## src/design/memPkg.sv

```systemverilog
package memPkg;

    // Address and data widths fixed by RV32I
    typedef logic [31:0] word_t;
    typedef logic [31:0] addr_t;

    // Address fields for the two-way cache and the backing memory
    typedef logic [27:0] tag_t;     // Address bits 31 to 4
    typedef logic [1:0]  setIdx_t;  // Address bits 3 to 2
    typedef logic [7:0]  memIdx_t;  // Address bits 9 to 2

    localparam int NumSets  = 4;
    localparam int MemWords = 256;

    // Single uncached location
    localparam addr_t MmioAddr = 32'h0000_00FC;

    // One way of one set
    typedef struct packed {
        logic  valid;
        logic  dirty;
        tag_t  tag;
        word_t data;
    } wayEntry_t;

    // One write into the backing memory
    typedef struct packed {
        logic    en;
        memIdx_t addr;
        word_t   data;
    } memWrite_t;

endpackage

```

## src/design/lsuPkg.sv

```systemverilog
package lsuPkg;

    // Load/store width, encoded as the funct3 field
    typedef enum logic [2:0] {
        Byte  = 3'b000,  // lb / sb
        Half  = 3'b001,  // lh / sh
        Word  = 3'b010,  // lw / sw
        ByteU = 3'b100,  // lbu
        HalfU = 3'b101   // lhu
    } accessWidth_t;

    // Pipeline request, held steady while stall is high
    typedef struct packed {
        logic          read;
        logic          write;
        accessWidth_t  width;
        memPkg::addr_t addr;
        memPkg::word_t storeData;
    } cpuReq_t;

endpackage

```

## src/design/loadAlign.sv

```systemverilog
`timescale 1ns/1ns

module loadAlign (
    input  memPkg::word_t        word,
    input  lsuPkg::accessWidth_t width,
    input  logic [1:0]           offset,
    input  logic                 en,
    output memPkg::word_t        loadData
);

    logic [7:0]  selByte;
    logic [15:0] selHalf;

    // Byte lane and half lane picked by the low address bits
    always_comb begin
        selByte = word[{offset, 3'b000} +: 8];
        selHalf = offset[1] ? word[31:16] : word[15:0];
    end

    always_comb begin
        loadData = '0;
        if (en) begin
            case (width)
                lsuPkg::Byte: begin
                    loadData = {{24{selByte[7]}}, selByte};   // Sign extended
                end
                lsuPkg::Half: begin
                    loadData = {{16{selHalf[15]}}, selHalf};
                end
                lsuPkg::Word: begin
                    loadData = word;
                end
                lsuPkg::ByteU: begin
                    loadData = {24'b0, selByte};              // Zero extended
                end
                lsuPkg::HalfU: begin
                    loadData = {16'b0, selHalf};
                end
                default: begin
                    loadData = '0;
                end
            endcase
        end
    end

endmodule

```

## config.mk

```make
export PLATFORM = sky130hd
export DESIGN_NAME = loadAlign
export DESIGN_NICKNAME = d
export VERILOG_FILES = /design/src/design/memPkg.sv /design/src/design/lsuPkg.sv /design/src/design/loadAlign.sv
export SDC_FILE = /design/constraint.sdc
export NUM_CORES = 1
export LEC_CHECK = 0
export ABC_AREA = 1
export BUFFER_PORTS_ARGS = -buffer_cell sky130_fd_sc_hd__clkbuf_2
export CAP_MARGIN = 25
export CELL_PAD_IN_SITES_DETAIL_PLACEMENT = 0
export CELL_PAD_IN_SITES_GLOBAL_PLACEMENT = 1
export CORE_MARGIN = 5
export CORE_UTILIZATION = 26
export DETAILED_ROUTE_END_ITERATION = 16
export GPL_TIMING_DRIVEN = 0
export PLACE_DENSITY_LB_ADDON = 0.1
export SETUP_SLACK_MARGIN = 0.4
export SYNTH_ARGS = -nofsm -noshare
export SYNTH_HDL_FRONTEND = slang
export SYNTH_SLANG_ARGS = --single-unit
```

## constraint.sdc

```tcl
create_clock -name vclk -period 1.7
set_input_delay 0.34 -clock vclk [all_inputs]
set_output_delay 0.34 -clock vclk [all_outputs]
set_load 0.05 [all_outputs]
```

-- Word-level counts from Yosys, hierarchy flattened
Cells that the tools add are included.
- $add $sub $neg: 0
- multipliers: 0
- div/mod/pow operators: 0
- $lt $le $gt $ge: 0
- equal/unequal tests: 4
- shifts and indexed selects: 1
- multiplexer cells: 3
- bitwise operators: 0
- reduce and logical (&&, ||, !) cells: 1
- operators with widths (kind ; count):
    case mux 32 bit (5 select lines) ; 1
    2-to-1 mux 32 bit ; 1
    variable part select 32 x 6 -> 8 bit ; 1
    2-to-1 mux 16 bit ; 1
    equality test 3 bit (second input constant) ; 2
    equality test 3 x 1 -> 1 bit (second input constant) ; 1
    equality test 3 x 2 -> 1 bit (second input constant) ; 1
    zero test 3 bit ; 1
- bits in registers: 0
- latch bits: 0
- memory bits (writable): 0
- memory bits (read-only): 0
- input port bits: 38
- output and inout bits: 32
- logic and storage cells: 9
- memories: 0

-- Logic depth before layout (Yosys ltp)
- depth in word-level cells: 3
- mapped depth: 9
- depth with buffers taken out: 9

-- Worst setup path after synthesis
No wires, ideal clock.
- path type: input to output
- from: input port width[1]
- to: output port loadData[11]
- arrival: 1750 ps
- data required time: 1360 ps
- path slack: -390 ps
- stages: 5
- buffers on the path: 2
- cell sequence: buf_6 > nor3_1 > nand2_2 > buf_2 > a21oi_1
- cells in the longest elaborated chain, start to end: 3
- elaborated cells between the ends (all ways): 7
- those cells by class: eq/ne: 4; mux: 2; reduce/logical: 1
- ends and longest elaborated chain (element ; RTL line ; RTL):
    start: declaration ; loadAlign.sv:5 ; input lsuPkg::accessWidth_t width,
    equality test 3 bit, or another cell as far along ; loadAlign.sv:23 ; case (width)
    case mux 32 bit (5 select lines) (*) ; loadAlign.sv:23 ;
    2-to-1 mux 32 bit (*) ; loadAlign.sv:22 ; if (en) begin
    end: declaration ; loadAlign.sv:8 ; output memPkg::word_t loadData
Every way passes the cells marked *; elsewhere a longest branch is shown, timed or not.

-- Worst setup path in the final report
- from: input port en
- to: output port loadData[16]
- cells in the longest elaborated chain, start to end: 1
- ends and longest elaborated chain (element ; RTL line ; RTL):
    start: declaration ; loadAlign.sv:7 ; input logic en,
    2-to-1 mux 32 bit ; loadAlign.sv:22 ;
No other way between the ends.

==> impl_metrics.tcl <==
set metrics [dict create \
    mostFrequentLayoutCells "clkbuf_2, nand2_1, inv_1" \
    grt.overflow.total 0 \
    cp.buffers_inverters 4 \
    yosys_warnings 0 \
    drive_gt1_share_pct 70.37 \
    violations "negative setup slack" \
    drt_iter0_drc 72 \
    syn_to_final_growth_pct 176.1 \
    grt_pass1_vias 1727 \
    synth.cell_area_um2 1035 \
    fin_crit_sh_pct 105.7 \
    die_area_um2 5341 \
    synth_top_area_share_pct 19.59 \
    grt_max_degree 11 \
    ant_nets 0 \
    clockBufferCount 0 \
    cp-end-kind "output port" \
    status "finished, violations left" \
    critical_path.slowest_cell "inv_1" \
    floorplan.io_pins 70 \
    insertedDiodeCount 0 \
    vias 1636 \
    final_nets 337 \
    avgSynthCellArea_um2 4.951 \
    seq_area_frac_synth_pct 0 \
    critical_path_required_ps 1360 \
    crit_top_cell "clkbuf_8" \
    critPathArrivalTime_ps 1460 \
    worstSetupPathType "input port to output port" \
    grt_util_all_layers_pct 18.80 \
    slew_headroom_pct 67.82 \
    maxCapViolations 0 \
    synth_area_leaders "nand2_1, inv_1, a21oi_2" \
    peakVddDrop_uv 165.3 \
    p_leak_nw 1.266 \
    synth.distinct_cells 20 \
    core-area_um2 3943 \
    cts_hold_buf 0 \
    drt_wl_total_um 4950 \
    grt_pass1_wl_um 8155 \
    syn_inst 209 \
    port-buffer-count 68 \
    chipWidth_um 73.09 \
    crit_family "buffers and inverters" \
    worstSetupStartpointType "input port" \
    drc 0 \
    hold_violations 0 \
    globalplace.congestion 0.7744 \
    layout_setup_ws_ps -97.38 \
    max_stage_delay_ps 380 \
    rsz0062_at_grt "true" \
    fmaxAchievable_ghz 0.5564 \
    min_path_type "input port to output port" \
    tightest_slew_ps 482.2 \
    rows 23 \
    regArea_um2 0 \
    p_per_area_nw_per_um2 292.1 \
    crit_path_max_fanout 10 \
    first_pass_iters 4 \
    nFlopsAndLatches 0 \
    final_common_cell "clkbuf_2" \
    fp.dieH_um 73.09 \
    p_total_uw 834.4 \
    slew_viol_final 0 \
    syn_nets 247 \
    vias_per_cell 4.715 \
    post-route-util_pct 72.45 \
    setup_violations 32 \
    wl_per_cell_um 14.27 \
    antenna_found_initial 0 \
    worstPathCellList "buf_4 -> inv_1 -> clkbuf_8 -> a21oi_4 -> clkbuf_8" \
    dp_hpwl_um 3369 \
    start_util_pct 26.25 \
    period_needed_ps 1797 \
    synth_top_area_cell "nand2_1" \
]
## final cells by class
type	instances	area, um2
Inverter	46	225.2
Tap cell	50	62.56
Fill cell	306	1086
Multi-Input combinational cell	151	1318
Timing Repair Buffer	88	1066
Buffer	12	185.2
## logic make-up (layout without fill, tap and decap cells)
logic type             after synthesis  count (layout)  share of synthesized area [%]
buffers and inverters               58             146                          25.27
AO/OA/AOI/OAI                       47              47                          28.05
AND/OR/NAND/NOR                    104             104                          46.68
## where the power goes
group          internal (mW)  total (mW)  switching (mW)
clock network              0           0               0
logic                  0.368       0.834           0.467
registers                  0           0               0
total                  0.368       0.834           0.467
## cells in the mapped netlist (all sizes together)
master / number
nor2: 35
inv: 46
nand2: 55
a21oi: 25
nor3b: 1
o211ai: 7
nand3: 11
o21ai: 15
clkbuf: 2
buf: 10
nor3: 2
## through the flow
step | setup slack (ps) | TNS [ps] | cells | hold WS [ps] | area (um2)
2_1_floorplan | -25.37 | -253.7 | 209 | 989.3 | 1409
3_3_place_gp | -429.7 | -10990 | 327 | 1204 | 1812
3_5_place_dp | -426.6 | -10900 | 327 | 1205 | 1812
4_1_cts | -117.1 | -2184 | 344 | 1161 | 2686
5_1_grt | -143.6 | -3803 | 347 | 1180 | 2856
6_report | -97.38 | -2281 | 347 | 1156 | 2856
## worst min-delay path, cell delays in order
cell	delay [ps]
buf_4	180
nand2_2	80
clkinvlp_4	70
clkbuf_16	150
## worst paths after layout
kind | depth (start not counted) | endpoint | slack (ps) | start
worst min-delay path | 4 | loadData[1] | 1160 | en
worst max-delay path | 5 | loadData[16] | -100 | en
## routing by layer
layer	share of wire [%]	global-route usage, %	vias up
met1	42	24.30	748
met3	6.7	2.617	8
met2	50	33.66	53
li1	-	-	827
met5	0	0	-
met4	1.8	2.254	0
## what timing repair did
item | in CTS | in global routing
pin swaps | 40 | 24
gates cloned | 6 | 0
resized for setup | 157 | 60
endpoints found under the setup margin | 32 | 32
buffers inserted | 11 | 3
(Power assumes the default switching activity.)
