--- src/design/memPkg.sv ---
package memPkg;

    // Address and data widths fixed by RV32I
    typedef logic [31:0] word_t;
    typedef logic [31:0] addr_t;

    // Address fields for the two-way cache and the backing memory
    typedef logic [27:0] tag_t;     // Address bits 31 to 4
    typedef logic [1:0]  setIdx_t;  // Address bits 3 to 2
    typedef logic [7:0]  memIdx_t;  // Address bits 9 to 2

    localparam int NumSets  = 4;
    localparam int MemWords = 256;

    // Single uncached location
    localparam addr_t MmioAddr = 32'h0000_00FC;

    // One way of one set
    typedef struct packed {
        logic  valid;
        logic  dirty;
        tag_t  tag;
        word_t data;
    } wayEntry_t;

    // One write into the backing memory
    typedef struct packed {
        logic    en;
        memIdx_t addr;
        word_t   data;
    } memWrite_t;

endpackage

--- src/design/lsuPkg.sv ---
package lsuPkg;

    // Load/store width, encoded as the funct3 field
    typedef enum logic [2:0] {
        Byte  = 3'b000,  // lb / sb
        Half  = 3'b001,  // lh / sh
        Word  = 3'b010,  // lw / sw
        ByteU = 3'b100,  // lbu
        HalfU = 3'b101   // lhu
    } accessWidth_t;

    // Pipeline request, held steady while stall is high
    typedef struct packed {
        logic          read;
        logic          write;
        accessWidth_t  width;
        memPkg::addr_t addr;
        memPkg::word_t storeData;
    } cpuReq_t;

endpackage

--- src/design/storeMerge.sv ---
`timescale 1ns/1ns

module storeMerge (
    input  memPkg::word_t        oldWord,
    input  memPkg::word_t        storeData,
    input  lsuPkg::accessWidth_t width,
    input  logic [1:0]           offset,
    output memPkg::word_t        mergedWord
);

    // Only the addressed lanes change, the rest keep the old word
    always_comb begin
        mergedWord = oldWord;
        case (width)
            lsuPkg::Byte: begin
                mergedWord[{offset, 3'b000} +: 8] = storeData[7:0];
            end
            lsuPkg::Half: begin
                if (offset[1]) begin
                    mergedWord[31:16] = storeData[15:0];  // Upper half
                end else begin
                    mergedWord[15:0] = storeData[15:0];
                end
            end
            lsuPkg::Word: begin
                mergedWord = storeData;
            end
            default: begin
                // No unsigned stores in RV32I
                mergedWord = oldWord;
            end
        endcase
    end

endmodule

--- config.mk ---
export PLATFORM = sky130hd
export DESIGN_NAME = storeMerge
export DESIGN_NICKNAME = d
export VERILOG_FILES = /design/src/design/memPkg.sv /design/src/design/lsuPkg.sv /design/src/design/storeMerge.sv
export SDC_FILE = /design/constraint.sdc
export NUM_CORES = 1
export LEC_CHECK = 0
export ABC_CLOCK_PERIOD_IN_PS = 2950
export BUFFER_PORTS_ARGS = -buffer_cell sky130_fd_sc_hd__buf_2
export CAP_MARGIN = 20
export CORE_AREA = 4 4 65 67
export DETAILED_ROUTE_END_ITERATION = 8
export DIE_AREA = 0 0 69 71
export PLACE_DENSITY = 0.88
export SLEW_MARGIN = 10
export SYNTH_ARGS = -nofsm -noshare
export SYNTH_HDL_FRONTEND = slang
export SYNTH_SLANG_ARGS = --single-unit
export TNS_END_PERCENT = 30
--- constraint.sdc ---
create_clock -name vclk -period 2.95
set_input_delay 0.4425 -clock vclk [all_inputs]
set_output_delay 0.4425 -clock vclk [all_outputs]
set_load 0.02 [all_outputs]
==> After elaboration in Yosys (flattened, before gate mapping) <==
Index checks and enable logic that the tools add are counted.
{ "op_classes": {"muxes": 4, "addsub": 1, "eq_ne": 2, "n_shift": 2, "reduce_logical": 1} }
{ "op_table": {"columns": ["cell", "n"], "rows": [
  ["case mux 32 bit (3 select lines)", 1],
  ["bitwise mux 32 bit", 1],
  ["2-to-1 mux 16 bit", 2],
  ["variable shift 8 x 7 -> 32 bit (first input constant)", 1],
  ["indexed part select 8 x 7 -> 32 bit", 1],
  ["negator 5 -> 7 bit", 1],
  ["equality test 3 x 1 -> 1 bit (second input constant)", 1],
  ["equality test 3 x 2 -> 1 bit (second input constant)", 1],
  ["zero test 3 bit", 1]
]} }
{ "totals": {"register_bits": 0, "input_bits": 69} }

==> Depth between registers and ports, before layout <==
{ "depth": {"word_depth": 4, "mapped_depth": 8} }

==> Worst setup path after synthesis <==
No wires, ideal clock.
{ "synth_path": {"kind": "input to output", "from": "input port offset[1]", "to": "output port mergedWord[12]", "t_arrival_ps": 1906, "path_buffers": 1, "path_slack_ps": 601, "cell_stages": 7, "path_cell_list": "buf_2 -> inv_1 -> ha_1 -> nand2_1 -> nor3_2 -> a21oi_1 -> o22ai_1"} }
{ "synth_between": {"elab_chain_cells": 4, "elab_cells_between_ends": 6} }
{ "synth_lines": {"columns": ["element", "line_no", "rtl"], "rows": [
  ["from (decl)", "storeMerge.sv:7", "input logic [1:0] offset,"],
  ["negator 5 -> 7 bit", "storeMerge.sv:16", "mergedWord[{offset, 3'b000} +: 8] = storeData[7:0];"],
  ["indexed part select 8 x 7 -> 32 bit or variable shift 8 x 7 -> 32 bit (tied branches)", "storeMerge.sv:16", null],
  ["bitwise mux 32 bit", "storeMerge.sv:16", null],
  ["case mux 32 bit (3 select lines) *", "storeMerge.sv:14", "case (width)"],
  ["to (decl)", "storeMerge.sv:8", "output memPkg::word_t mergedWord"]
]} }
Mark *: on every way between the ends. The rest lies on a longest branch, timed or not.

==> Worst setup path after layout <==
{ "layout_path": {"from": "input port offset[0]", "to": "output port mergedWord[3]"} }
{ "layout_between": {"elab_chain_cells": 4, "elab_cells_between_ends": 5} }
{ "layout_lines": {"columns": ["element", "line_no"], "rows": [
  ["negator 5 -> 7 bit *", "storeMerge.sv:16"],
  ["indexed part select 8 x 7 -> 32 bit or variable shift 8 x 7 -> 32 bit (tied branches)", "storeMerge.sv:16"],
  ["bitwise mux 32 bit *", "storeMerge.sv:16"],
  ["case mux 32 bit (3 select lines) *", "storeMerge.sv:14"]
]} }
Marks and branches as above.

==> impl_results.md <==
- Remaining max-slew budget at the tightest pin: 0.6339
- Number of violations of the max-capacitance limit: 0
- Horiz. Die Dim: between 60 and 70 µm
- Number of global-route vias before repair: 2197
- Routed length on met3: 592 µm
- Worst Tran Pin Value: 0.5446 ns
- Quantity of gates resized following cts: 0
- Number of design-rule violations left by the first detailed-router iteration: 256
- Worst Path Class, Setup: primary input to output pin
- Power after layout: 0.4148 mW
- Std-Cell Rows: 22
- Detailed Routing Iterations Pass 1: 4
- # IOs: slightly above 100
- Beginning of the critical path: offset[0]
- CTS Hold Bufs: 0
- Number of clock buffers in the layout: 0
- Gate Count Post-Synth: 272
- Count of vias placed by the detailed router: 2405
- HPWL Detailed: 4.897 mm
- Final slew viol count: 0
- Number of inserted filler cells in the final layout: 366
- Initial core utilization: 0.4893
- Vias per cell: 5.953
- Leakage: 1.040 nW
- Number of antenna cells inserted: 0
- Wl on met1: 2.667 mm
- Data arrival time of the critical path: about 2.1 ns
- Nets: 432
- Net count after synthesis: 346
- Weighted congestion reported at the end of routability-driven placement: 0.9127
- Critical path startpoint category: primary input
- RSZ-0062 raised after global routing: false
- Slowest CP cell: sky130_fd_sc_hd__o31ai_1
- Register area: 0 µm²
- Total number of sequential cells: 0
- Area enclosed by the die boundary: 0.004899 mm²
- Peak ir drop on the vdd network: ~0.000096 V
- Count of warnings emitted by yosys: 0
- Met2 routed wirelength: around 3 mm
- Ordered cell list for the critical path: buf_2 -> inv_1 -> ha_1 -> nor2_1 -> a21oi_1 -> o31ai_1 -> a22o_1 -> buf_2
- WP data required: 2.51 ns
- Total area of multi-input combinational cells: between 0.0015 and 0.002 mm²
- Final-report hold violation count: 0
- Netlist area before placement: 0.001778 mm²
- Distinct cell type count after synthesis: 33
- Number of DRC violations after detailed routing: 0
- Global-route wire length before repair: 10.26 mm
- Portion of the clock cycle consumed by the worst path in the final layout: 0.8716
- Status: finished, final reports clean
- Global-route usage over all layers: 0.2364
- Time the worst path needs with I/O delays and setup: 2.571 ns
- Setup TNS after final layout: 0 ns
- Achievable Freq: 0.3889 GHz
- Layout cells sized above 1: 0.4101
- Antenna violations before repair: 0
- Total core area: 0.003633 mm²
- Remaining antenna violation count after routing: 0
- Setup slack after layout: 0.3788 ns
- Setup Viol. Count Final: 0
- Routed len/inst: 15.52 µm
- Maximum number of pins on one net before global-route repair: 33
- Hold Path Origin: oldWord[7]
- Total Routed Length: 6.272 mm
- Sequential share of the synthesized area: 0
- Cells on Worst Hold Path: 3
- Library cell appearing most often on the critical path: sky130_fd_sc_hd__buf_2
- Max Used Layer: met3
- Area overhead of the layout relative to synthesis: 28.01%
- Post-CTS repair timing setup buffer count: 0
- Port bufs: 101
- Die extent in y: 71 µm
- Hold endpoint: mergedWord[7]
- Core utilization of the finished layout: 0.6264
- Critical Path Max Stage Delay: 0.47 ns
- Maximum fanout along the worst path: 9
- Avg Inst Size Synth: 6.537 µm²
- Kind of end point of the critical path: output pin
- Hold Crit Class: primary input to output pin
- Grt ovf: 0
- Pre-CTS setup slack: 0.3964 ns
- Power density over cell area: 182.2 mW/mm²
[per-layer routing]
| layer | global-route usage | up-vias |
|---|---|---|
| li1 | - | 1199 |
| met1 | 0.3250 | 1104 |
| met2 | 0.4025 | 102 |
| met3 | 0.03977 | 0 |
| met4 | 0.01735 | 0 |
| met5 | 0 | - |
[synthesized netlist by cell type, drive strengths merged]
master / n / area (µm²)
nor3b: 1 / 18.77
nor2b: 26 / 162.7
a21o: 1 / 7.510
and2: 1 / 6.260
o21ai: 33 / 165.2
a21boi: 1 / 7.510
buf: 20 / 112.6
nor2: 25 / 93.84
o21bai: 1 / 7.510
ha: 5 / 62.56
a211oi: 16 / 120.1
o22ai: 24 / 150.1
nand2b: 1 / 6.260
a221o: 1 / 10.01
o21a: 16 / 120.1
nor4: 1 / 12.51
inv: 2 / 7.510
o31ai: 1 / 7.510
nand2: 3 / 11.26
nor3: 4 / 30.03
and3: 17 / 106.4
nand3: 1 / 5.000
clkbuf: 6 / 22.52
mux2: 29 / 326.6
or2: 2 / 12.51
a22o: 3 / 26.28
a21oi: 31 / 158.9
[worst max path at each step]
stage,end,slack [ns],depth (start not counted)
finish,mergedWord[3],0.38,8
global route,mergedWord[23],0.24,8
CTS,mergedWord[3],0.40,8
detailed placement,mergedWord[3],0.40,8
global placement,mergedWord[27],0.47,8
floorplan,mergedWord[12],0.60,7
[critical path: cells and delay by family]
kind,cells,cell delay [ns]
and+or+nand+nor,1,0.12
buffers and inverters,3,0.42
adders and majority gates,1,0.36
AOI/OAI and AO/OA,3,0.78
[layout make-up]
class              count  share of cell area
well taps             48             0.02639
repair buffers       110              0.2518
multi-input cells    244              0.7185
inverters              2            0.003299
[placed cells by master (no fill, tap or decap), drive strengths merged]
cell type  Yosys  final
buf           20    110
o21ai         33     33
a21oi         31     31
mux2          29     29
nor2b         26     26
nor2          25     25
o22ai         24     24
and3          17     17
o21a          16     16
a211oi        16     16
ha             5      5
nor3           4      4
nand2          3      3
a22o           3      3
inv            2      2
or2            2      2
and2           1      1
nor3b          1      1
nand2b         1      1
nand3          1      1
a21boi         1      1
a221o          1      1
o31ai          1      1
o21bai         1      1
a21o           1      1
nor4           1      1
[cells by family after synthesis]
| logic type | share of synthesized area |
|---|---|
| buffers and inverters | 0.08022 |
| muxes | 0.1837 |
| adders and majority gates | 0.03519 |
| AOI/OAI and AO/OA | 0.4391 |
| and+or+nand+nor | 0.2618 |
[report_power, final]
group          switching, mW  internal [mW]
logic                  0.241          0.174
registers                  0              0
clock network              0              0
total                  0.241          0.174
[metrics by stage]
stage / area [µm²] / cells / hold WS (ns)
2_1_floorplan: 1778 / 272 / 1.102
3_3_place_gp: 2276 / 404 / 1.218
4_1_cts: 2276 / 404 / 1.218
5_1_grt: 2276 / 404 / 1.244
3_5_place_dp: 2276 / 404 / 1.217
6_report: 2276 / 404 / 1.218
Power figures use the tool's default switching activity.
