**config.mk**
```make
export PLATFORM = sky130hd
export DESIGN_NAME = setAssocCache
export DESIGN_NICKNAME = d
export VERILOG_FILES = /design/src/design/memPkg.sv /design/src/design/lsuPkg.sv /design/src/design/setAssocCache.sv
export SDC_FILE = /design/constraint.sdc
export NUM_CORES = 1
export LEC_CHECK = 0
export ABC_CLOCK_PERIOD_IN_PS = 5050
export BUFFER_PORTS_ARGS = -buffer_cell sky130_fd_sc_hd__buf_4
export CORE_UTILIZATION = 60
export DETAILED_ROUTE_END_ITERATION = 16
export GPL_ROUTABILITY_DRIVEN = 0
export PLACE_DENSITY = 0.89
export SLEW_MARGIN = 15
export SYNTH_ARGS = -nofsm -noshare
export SYNTH_HDL_FRONTEND = slang
export SYNTH_SLANG_ARGS = --single-unit
```
**constraint.sdc**
```tcl
create_clock -name clk -period 5.05 [get_ports clk]
set_input_delay 0.7575 -clock clk [delete_from_list [all_inputs] [get_ports clk]]
set_output_delay 0.7575 -clock clk [all_outputs]
set_load 0.1 [all_outputs]
```
**src/design/memPkg.sv**
```systemverilog
package memPkg;

    // Address and data widths fixed by RV32I
    typedef logic [31:0] word_t;
    typedef logic [31:0] addr_t;

    // Address fields for the two-way cache and the backing memory
    typedef logic [27:0] tag_t;     // Address bits 31 to 4
    typedef logic [1:0]  setIdx_t;  // Address bits 3 to 2
    typedef logic [7:0]  memIdx_t;  // Address bits 9 to 2

    localparam int NumSets  = 4;
    localparam int MemWords = 256;

    // Single uncached location
    localparam addr_t MmioAddr = 32'h0000_00FC;

    // One way of one set
    typedef struct packed {
        logic  valid;
        logic  dirty;
        tag_t  tag;
        word_t data;
    } wayEntry_t;

    // One write into the backing memory
    typedef struct packed {
        logic    en;
        memIdx_t addr;
        word_t   data;
    } memWrite_t;

endpackage

```
**src/design/lsuPkg.sv**
```systemverilog
package lsuPkg;

    // Load/store width, encoded as the funct3 field
    typedef enum logic [2:0] {
        Byte  = 3'b000,  // lb / sb
        Half  = 3'b001,  // lh / sh
        Word  = 3'b010,  // lw / sw
        ByteU = 3'b100,  // lbu
        HalfU = 3'b101   // lhu
    } accessWidth_t;

    // Pipeline request, held steady while stall is high
    typedef struct packed {
        logic          read;
        logic          write;
        accessWidth_t  width;
        memPkg::addr_t addr;
        memPkg::word_t storeData;
    } cpuReq_t;

endpackage

```
**src/design/setAssocCache.sv**
```systemverilog
`timescale 1ns/1ns

module setAssocCache (
    input  logic              clk,
    input  logic              rst,
    input  lsuPkg::cpuReq_t   req,
    input  memPkg::word_t     memRdData,
    input  memPkg::word_t     mergedWord,
    output memPkg::word_t     hitWord,
    output logic              hit,
    output logic              stall,
    output logic              mmioWrite,
    output memPkg::memIdx_t   memRdIdx,
    output memPkg::memWrite_t memWr,
    output memPkg::word_t     mmioData
);

    // Way 0 and way 1 entries, indexed by set
    memPkg::wayEntry_t ways [2][memPkg::NumSets];

    // Per-set LRU bit naming the next victim way
    logic [memPkg::NumSets-1:0] lru;

    memPkg::tag_t      reqTag;
    memPkg::setIdx_t   reqSet;
    logic              isMmio;
    logic              access;     // Cacheable load or store
    logic [1:0]        wayMatch;
    logic              hitWay;
    logic              victimWay;
    memPkg::wayEntry_t victim;
    logic              missCycle;  // First stall cycle of a miss
    logic              fetch;      // Second stall cycle, refill pending

    assign reqTag = req.addr[31:4];
    assign reqSet = req.addr[3:2];
    assign isMmio = (req.addr == memPkg::MmioAddr);
    assign access = (req.read || req.write) && !isMmio;

    // Tag compare in both ways
    always_comb begin
        for (int w = 0; w < 2; w++) begin
            wayMatch[w] = ways[w][reqSet].valid && (ways[w][reqSet].tag == reqTag);
        end
    end

    assign hitWay = wayMatch[1];  // A tag is never resident in both ways
    assign hit    = access && (|wayMatch);
    assign stall  = access && !(|wayMatch);

    always_comb begin
        hitWord = '0;
        if (hit) begin
            hitWord = ways[hitWay][reqSet].data;
        end
    end

    assign victimWay = lru[reqSet];
    assign victim    = ways[victimWay][reqSet];
    assign missCycle = stall && !fetch;

    // Requested word is read in both stall cycles and on MMIO
    assign memRdIdx = req.addr[9:2];

    // Dirty victim goes back to memory at the end of the miss cycle
    always_comb begin
        memWr.en   = missCycle && victim.valid && victim.dirty;
        memWr.addr = {victim.tag[5:0], reqSet};
        memWr.data = victim.data;
    end

    // MMIO handled by the top level and memory
    assign mmioWrite = req.write && isMmio;
    assign mmioData  = isMmio ? memRdData : '0;

    always_ff @(posedge clk or posedge rst) begin
        if (rst) begin
            fetch <= 1'b0;
        end else begin
            fetch <= missCycle;
        end
    end

    always_ff @(posedge clk or posedge rst) begin
        if (rst) begin
            lru <= '0;
            for (int s = 0; s < memPkg::NumSets; s++) begin
                for (int w = 0; w < 2; w++) begin
                    ways[w][s].valid <= 1'b0;
                    ways[w][s].dirty <= 1'b0;
                end
            end
        end else if (fetch) begin
            // Refill the victim with the word read during this cycle
            ways[victimWay][reqSet].valid <= 1'b1;
            ways[victimWay][reqSet].dirty <= 1'b0;
            ways[victimWay][reqSet].tag   <= reqTag;
            ways[victimWay][reqSet].data  <= memRdData;
            lru[reqSet]                   <= ~victimWay;
        end else if (hit) begin
            lru[reqSet] <= ~hitWay;
            if (req.write) begin
                ways[hitWay][reqSet].data  <= mergedWord;  // Memory updated only on eviction
                ways[hitWay][reqSet].dirty <= 1'b1;
            end
        end
    end

    // Refill cycle never looks like a hit
    hitDuringFetch : assert property (
        @(posedge clk) disable iff (rst) !(hit && fetch)
    ) else $error("hit high during refill cycle");

    // No writeback or MMIO store while the refill uses the memory port
    noWriteInFetch : assert property (
        @(posedge clk) disable iff (rst) fetch |-> !memWr.en && !mmioWrite
    ) else $error("memory write during refill cycle");

    // Uncached address never waits on a miss or a refill
    mmioNoStall : assert property (
        @(posedge clk) disable iff (rst) isMmio |-> !stall && !fetch
    ) else $error("stall or refill pending on MMIO access");

endmodule

```
After elaboration in Yosys (flattened, before gate mapping)
Index checks and enable logic that the tools add are counted.
W data, S select, Z words.
{"block": "word_totals", "ff_bits": 501, "elab_cells": 130}
{"block": "classes", "magnitude_cmp": 8, "eq_ne": 3, "mux": 57, "n_bitwise": 6, "n_reduce_logical": 22}
{"cell": "$bwmux W496", "count": 6}
{"cell": "$mux W248", "count": 12}
{"cell": "$demux W248 S1", "count": 6}
{"cell": "$mux W496", "count": 3}
{"cell": "$bmux W62 S2", "count": 4}
{"cell": "$demux W62 S2", "count": 4}
{"cell": "$mux W62", "count": 7}
{"cell": "$mux W32", "count": 5}
{"cell": "$mux W61", "count": 1}
{"cell": "$mux W60", "count": 1}
{"cell": "$eq A28 B28 Y1", "count": 2}
{"cell": "$eq A32 B8 Y1 const B", "count": 1}
{"cell": "$logic_and A1 B1 Y1", "count": 13}
{"cell": "$bwmux W4", "count": 2}
{"cell": "$mux W4", "count": 2}
{"cell": "$ge A2 B2 Y1 const B", "count": 2}
{"cell": "$lt A2 B1 Y1 const B", "count": 2}
{"cell": "$not A1 Y2", "count": 2}
{"cell": "$reduce_bool A2 Y1", "count": 2}
{"cell": "$ge A3 B3 Y1 const B", "count": 1}
{"cell": "$logic_not A1 Y1", "count": 3}
{"cell": "$lt A2 B3 Y1 const B", "count": 1}
{"cell": "$lt A3 B1 Y1 const B", "count": 1}
{"cell": "$not A1 Y1", "count": 3}
{"cell": "9 further kinds", "count": 10}

Logic depth before layout (Yosys ltp)
{"block": "depth", "word_depth": 16, "mapped_depth": 14}

Worst setup path after synthesis
OpenSTA, ideal clock, no wires.
{"block": "synth_timing", "kind": "in2out", "startpoint": "in req[35] (netlist name)", "endpoint": "out hitWord[16]", "t_arrival_ns": 5.117, "t_required_ns": 4.293, "setup_slack_ns": -0.824, "path_stages": 13, "n_path_buf": 6, "path_cell_list": "buf_4 -> buf_4 -> buf_6 -> buf_2 -> buf_4 -> mux4_2 -> xnor2_1 -> nand4_1 -> nor4_1 -> nand4_1 -> o41a_1 -> buf_6 -> nor3_1"}
{"block": "synth_via", "elab_chain_cells": 14}
{"element": "start: declaration", "line": "setAssocCache.sv:6", "text": "input lsuPkg::cpuReq_t req,"}
{"element": "$not A2 Y3 (not written as such)", "line": "setAssocCache.sv:43, setAssocCache.sv:54"}
{"element": "$bmux W62 S2", "line": "setAssocCache.sv:43", "text": "wayMatch[w] = ways[w][reqSet].valid && (ways[w][reqSet].tag == reqTag);"}
{"element": "$mux W62 (not written as such) (2 in series)", "line": "setAssocCache.sv:43"}
{"element": "$eq A28 B28 Y1", "line": "setAssocCache.sv:43"}
{"element": "$logic_and A1 B1 Y1", "line": "setAssocCache.sv:43"}
{"element": "$not A1 Y2 (not written as such)", "line": "setAssocCache.sv:54", "text": "hitWord = ways[hitWay][reqSet].data;"}
{"element": "$mux W248 (not written as such) (3 in series)", "line": "setAssocCache.sv:54"}
{"element": "$bmux W62 S2", "line": "setAssocCache.sv:54"}
{"element": "$mux W32 (not written as such) (2 in series)", "line": "setAssocCache.sv:54"}
{"element": "$mux W32 (*)", "line": "setAssocCache.sv:53", "text": "if (hit) begin"}
{"element": "end: declaration", "line": "setAssocCache.sv:9", "text": "output memPkg::word_t hitWord,"}
Every way passes the cells marked *; elsewhere a longest branch is shown, timed or not. The select of a mux whose other input is x is not followed.

Worst setup path after layout
{"block": "layout_timing", "startpoint": "in req[35] (netlist name)", "endpoint": "out hitWord[8]"}
The elaborated chain is that of the path after synthesis.

==> results.md <==
- Latest clock arrival within the worst-skew pair: around 0.62 ns
- TritonCTS Buffers: 50
- Core Area: ~45000 um2
- Total track usage: between 30% and 40%
- Global-route wire length before repair: ~130 mm
- CTS clock-pin slew for the worst setup and hold paths: approximately 0.06 ns
- Setup crit start kind: input port
- Register-to-Register Path Depth: 8
- Synthesized area: approximately 27000 um2
- Routed Antenna Nets: 0
- Maximum vdd ir drop: roughly 0.00032 V
- Pre-CTS setup slack: approximately 0.13 ns
- H-tree Lvls: 2
- Drt drc: 0
- Yosys synthesis warning count: 0
- CTS tree: done
- CP startpoint: req[35]
- NumNets Final: approximately 2700
- Final setup margin: approximately 0.0086 ns
- CTS sink count: ~500
- Synth Register Bits: 501
- R2R setup slack: 0.88 ns
- Final setup viols: 0
- Largest net degree at the start of global routing: 69
- Vias per cell: 7.19
- Worst Setup End Kind: output pin
- Max-slew headroom: between 10% and 20%
- Layout cells sized above 1: between 20% and 30%
- Drt wl/cell: 28.1 um
- Drt total wl: 90.8 mm
- 1st-iter DRT viols: approximately 4800
- Skew final: between 0.04 and 0.05 ns
- Netlist cell types: 55
- Kind of critical path: input port to output pin
- Sequential-to-total area share from yosys stat: a little over half
- Ys async rst share: about 4.2%
- Chip Width: 216 um
- Setup bufs post-CTS: 0
- DR vias: around 23000
- Fin Hold WS: between 0.4 and 0.5 ns
- Leak Pwr: ~11 nW
- Max Transition Viols Final: 0
- Hpwl dp: between 50 and 60 mm
- Area growth syn-to-layout: 15.6%
- Outcome: finished clean
- Tmin final: slightly above 5 ns
- Tcrit/Tclk final: between 90 and 100%
- Reg2reg end: ways[320]
- Most frequent cells in the layout: nand2_1, edfxtp_1, buf_4
- Total Power: 10.1 mW
- Post-synth EDFFs: 480
- Mean post-synth cell area: about 11 um2
- Final hold vios: 0
- Die Height: 216 um
- Vias in the first global route: between 20000 and 25000
- HP Class: input port to asynchronous set/reset pin
- Worst path arrival time: roughly 4.3 ns
- Clock tree buffer depth: 3
- Clock Tree Root: clkbuf_16
- Port bufs: 215
- Commonest non-fill, non-tap cell in the layout: nand2_1
- Max Clock Freq: slightly below 200 MHz
- Syn_nets: between 2000 and 3000
- CTS Hold Bufs: 0
- RSZ-0062 raised after global routing: no
- Initial Util: 60.6%
- R2R Path Start: ways[485]
- Std cell rows: 78
- Worst Path Max Fanout: 23
- Top FF cell, synth: edfxtp_1
- Antenna violations before repair: 4
- Total grt overflow: 0
- CTS resizes: 0
- Max Cap Viol: 0
- Post-Syn Instances: 2463
- Die area: 46600 um2
- Power density over cell area: 318 nW/um2
- WP data required: between 4 and 5 ns
- Worst Max-Slew Pin Slew: 1.28 ns
- I/O pins: ~250
- First-pass iteration count of the detailed router: 7
## per-stage QoR
| stage | std cells | cell area (um2) | setup TNS [ns] | utilization, % |
|---|---|---|---|---|
| floorplan | 2463 | 27700 | -2.47 | - |
| global placement | 3132 | 30100 | 0 | 66.5 |
| global route | 3228 | 31700 | 0 | 70.1 |
| finish | 3228 | 31700 | 0 | 70.1 |
| CTS | 3225 | 31700 | 0 | 70.0 |
| detailed placement | 3132 | 30100 | 0 | 66.5 |
## cells by family after synthesis
family | Yosys count | share of synthesized area, %
AO/OA/AOI/OAI | 448 | 9.55
flip-flops | 501 | 54.4
buffers and inverters | 269 | 4.29
XOR/XNOR | 46 | 1.47
AND/OR/NAND/NOR | 1012 | 17.6
multiplexers | 187 | 12.7
## Yosys cell counts, types with 4 or more instances
cell / count / area (um2)
xor2_1: 5 / 43.8
or2_2: 6 / 37.5
edfxtp_1: 480 / 14400
a22o_1: 69 / 604
nor3_1: 66 / 330
dfrtp_1: 21 / 526
nand2_1: 576 / 2160
buf_1: 14 / 52.6
buf_4: 15 / 113
nor4_1: 13 / 81.3
mux2_2: 7 / 78.8
nand4_1: 15 / 93.8
inv_1: 11 / 41.3
mux2i_1: 52 / 521
nand2b_1: 6 / 37.5
o22ai_1: 6 / 37.5
o21ai_0: 200 / 1000
buf_2: 20 / 100
xnor2_1: 41 / 359
a21oi_1: 139 / 696
a2111o_1: 4 / 45.0
nand3_1: 9 / 45.0
clkinv_1: 4 / 15.0
clkbuf_1: 194 / 728
o21a_1: 4 / 30.0
buf_6: 10 / 113
or4_1: 33 / 248
nor3_2: 31 / 310
nor2_1: 56 / 210
and2_1: 187 / 1170
mux4_2: 127 / 2860
nor2b_1: 4 / 25.0
## area by class of cell
| cell class | instances | area (um2) |
|---|---|---|
| tap | 600 | 751 |
| inverter | 15 | 56.3 |
| fill | 2795 | 13500 |
| multi-input combinational | 1693 | 11800 |
| sequential | 501 | 14900 |
| clock inverter | 29 | 287 |
| clock buffer | 64 | 1330 |
| timing repair buffer | 323 | 2600 |
| antenna | 3 | 7.51 |
## routing by layer
metal  up-vias  routed length, um  GRT usage [%]
met5         -                  0              0
met4         0               7020           26.8
met3       691              15900           12.3
met2      2628              40500           57.4
met1     10701              27400           48.1
li1       9199                  -              -
## worst max-delay path by stage
stage / slack [ns] / end
final: 0.009 / hitWord[8]
after global routing: 0.02 / hitWord[31]
after floorplan: -0.82 / hitWord[16]
after CTS: 0.11 / hitWord[31]
after detailed placement: 0.13 / hitWord[31]
after global placement: 0.12 / ways[316]
## state kept, by name, indices dropped and copies added, names as in the netlist
signal,cells
lru,4
ways,496
fetch,1
## critical path: stages
cell	delay (ns)
buf_6	0.26
buf_4	0.43
mux4_2	0.38
xnor2_1	0.35
nand4_1	0.20
nor2_1	0.37
and4_2	0.39
buf_12	0.25
mux2i_1	0.54
nor3_4	0.04
buf_4	0.26
## report_power, final
part           switching [mW]  internal (mW)
sequential             0.0349           4.61
combinational            1.22          0.480
clock                    1.63           2.11
total                    2.89           7.20
Power figures use the tool's default switching activity.
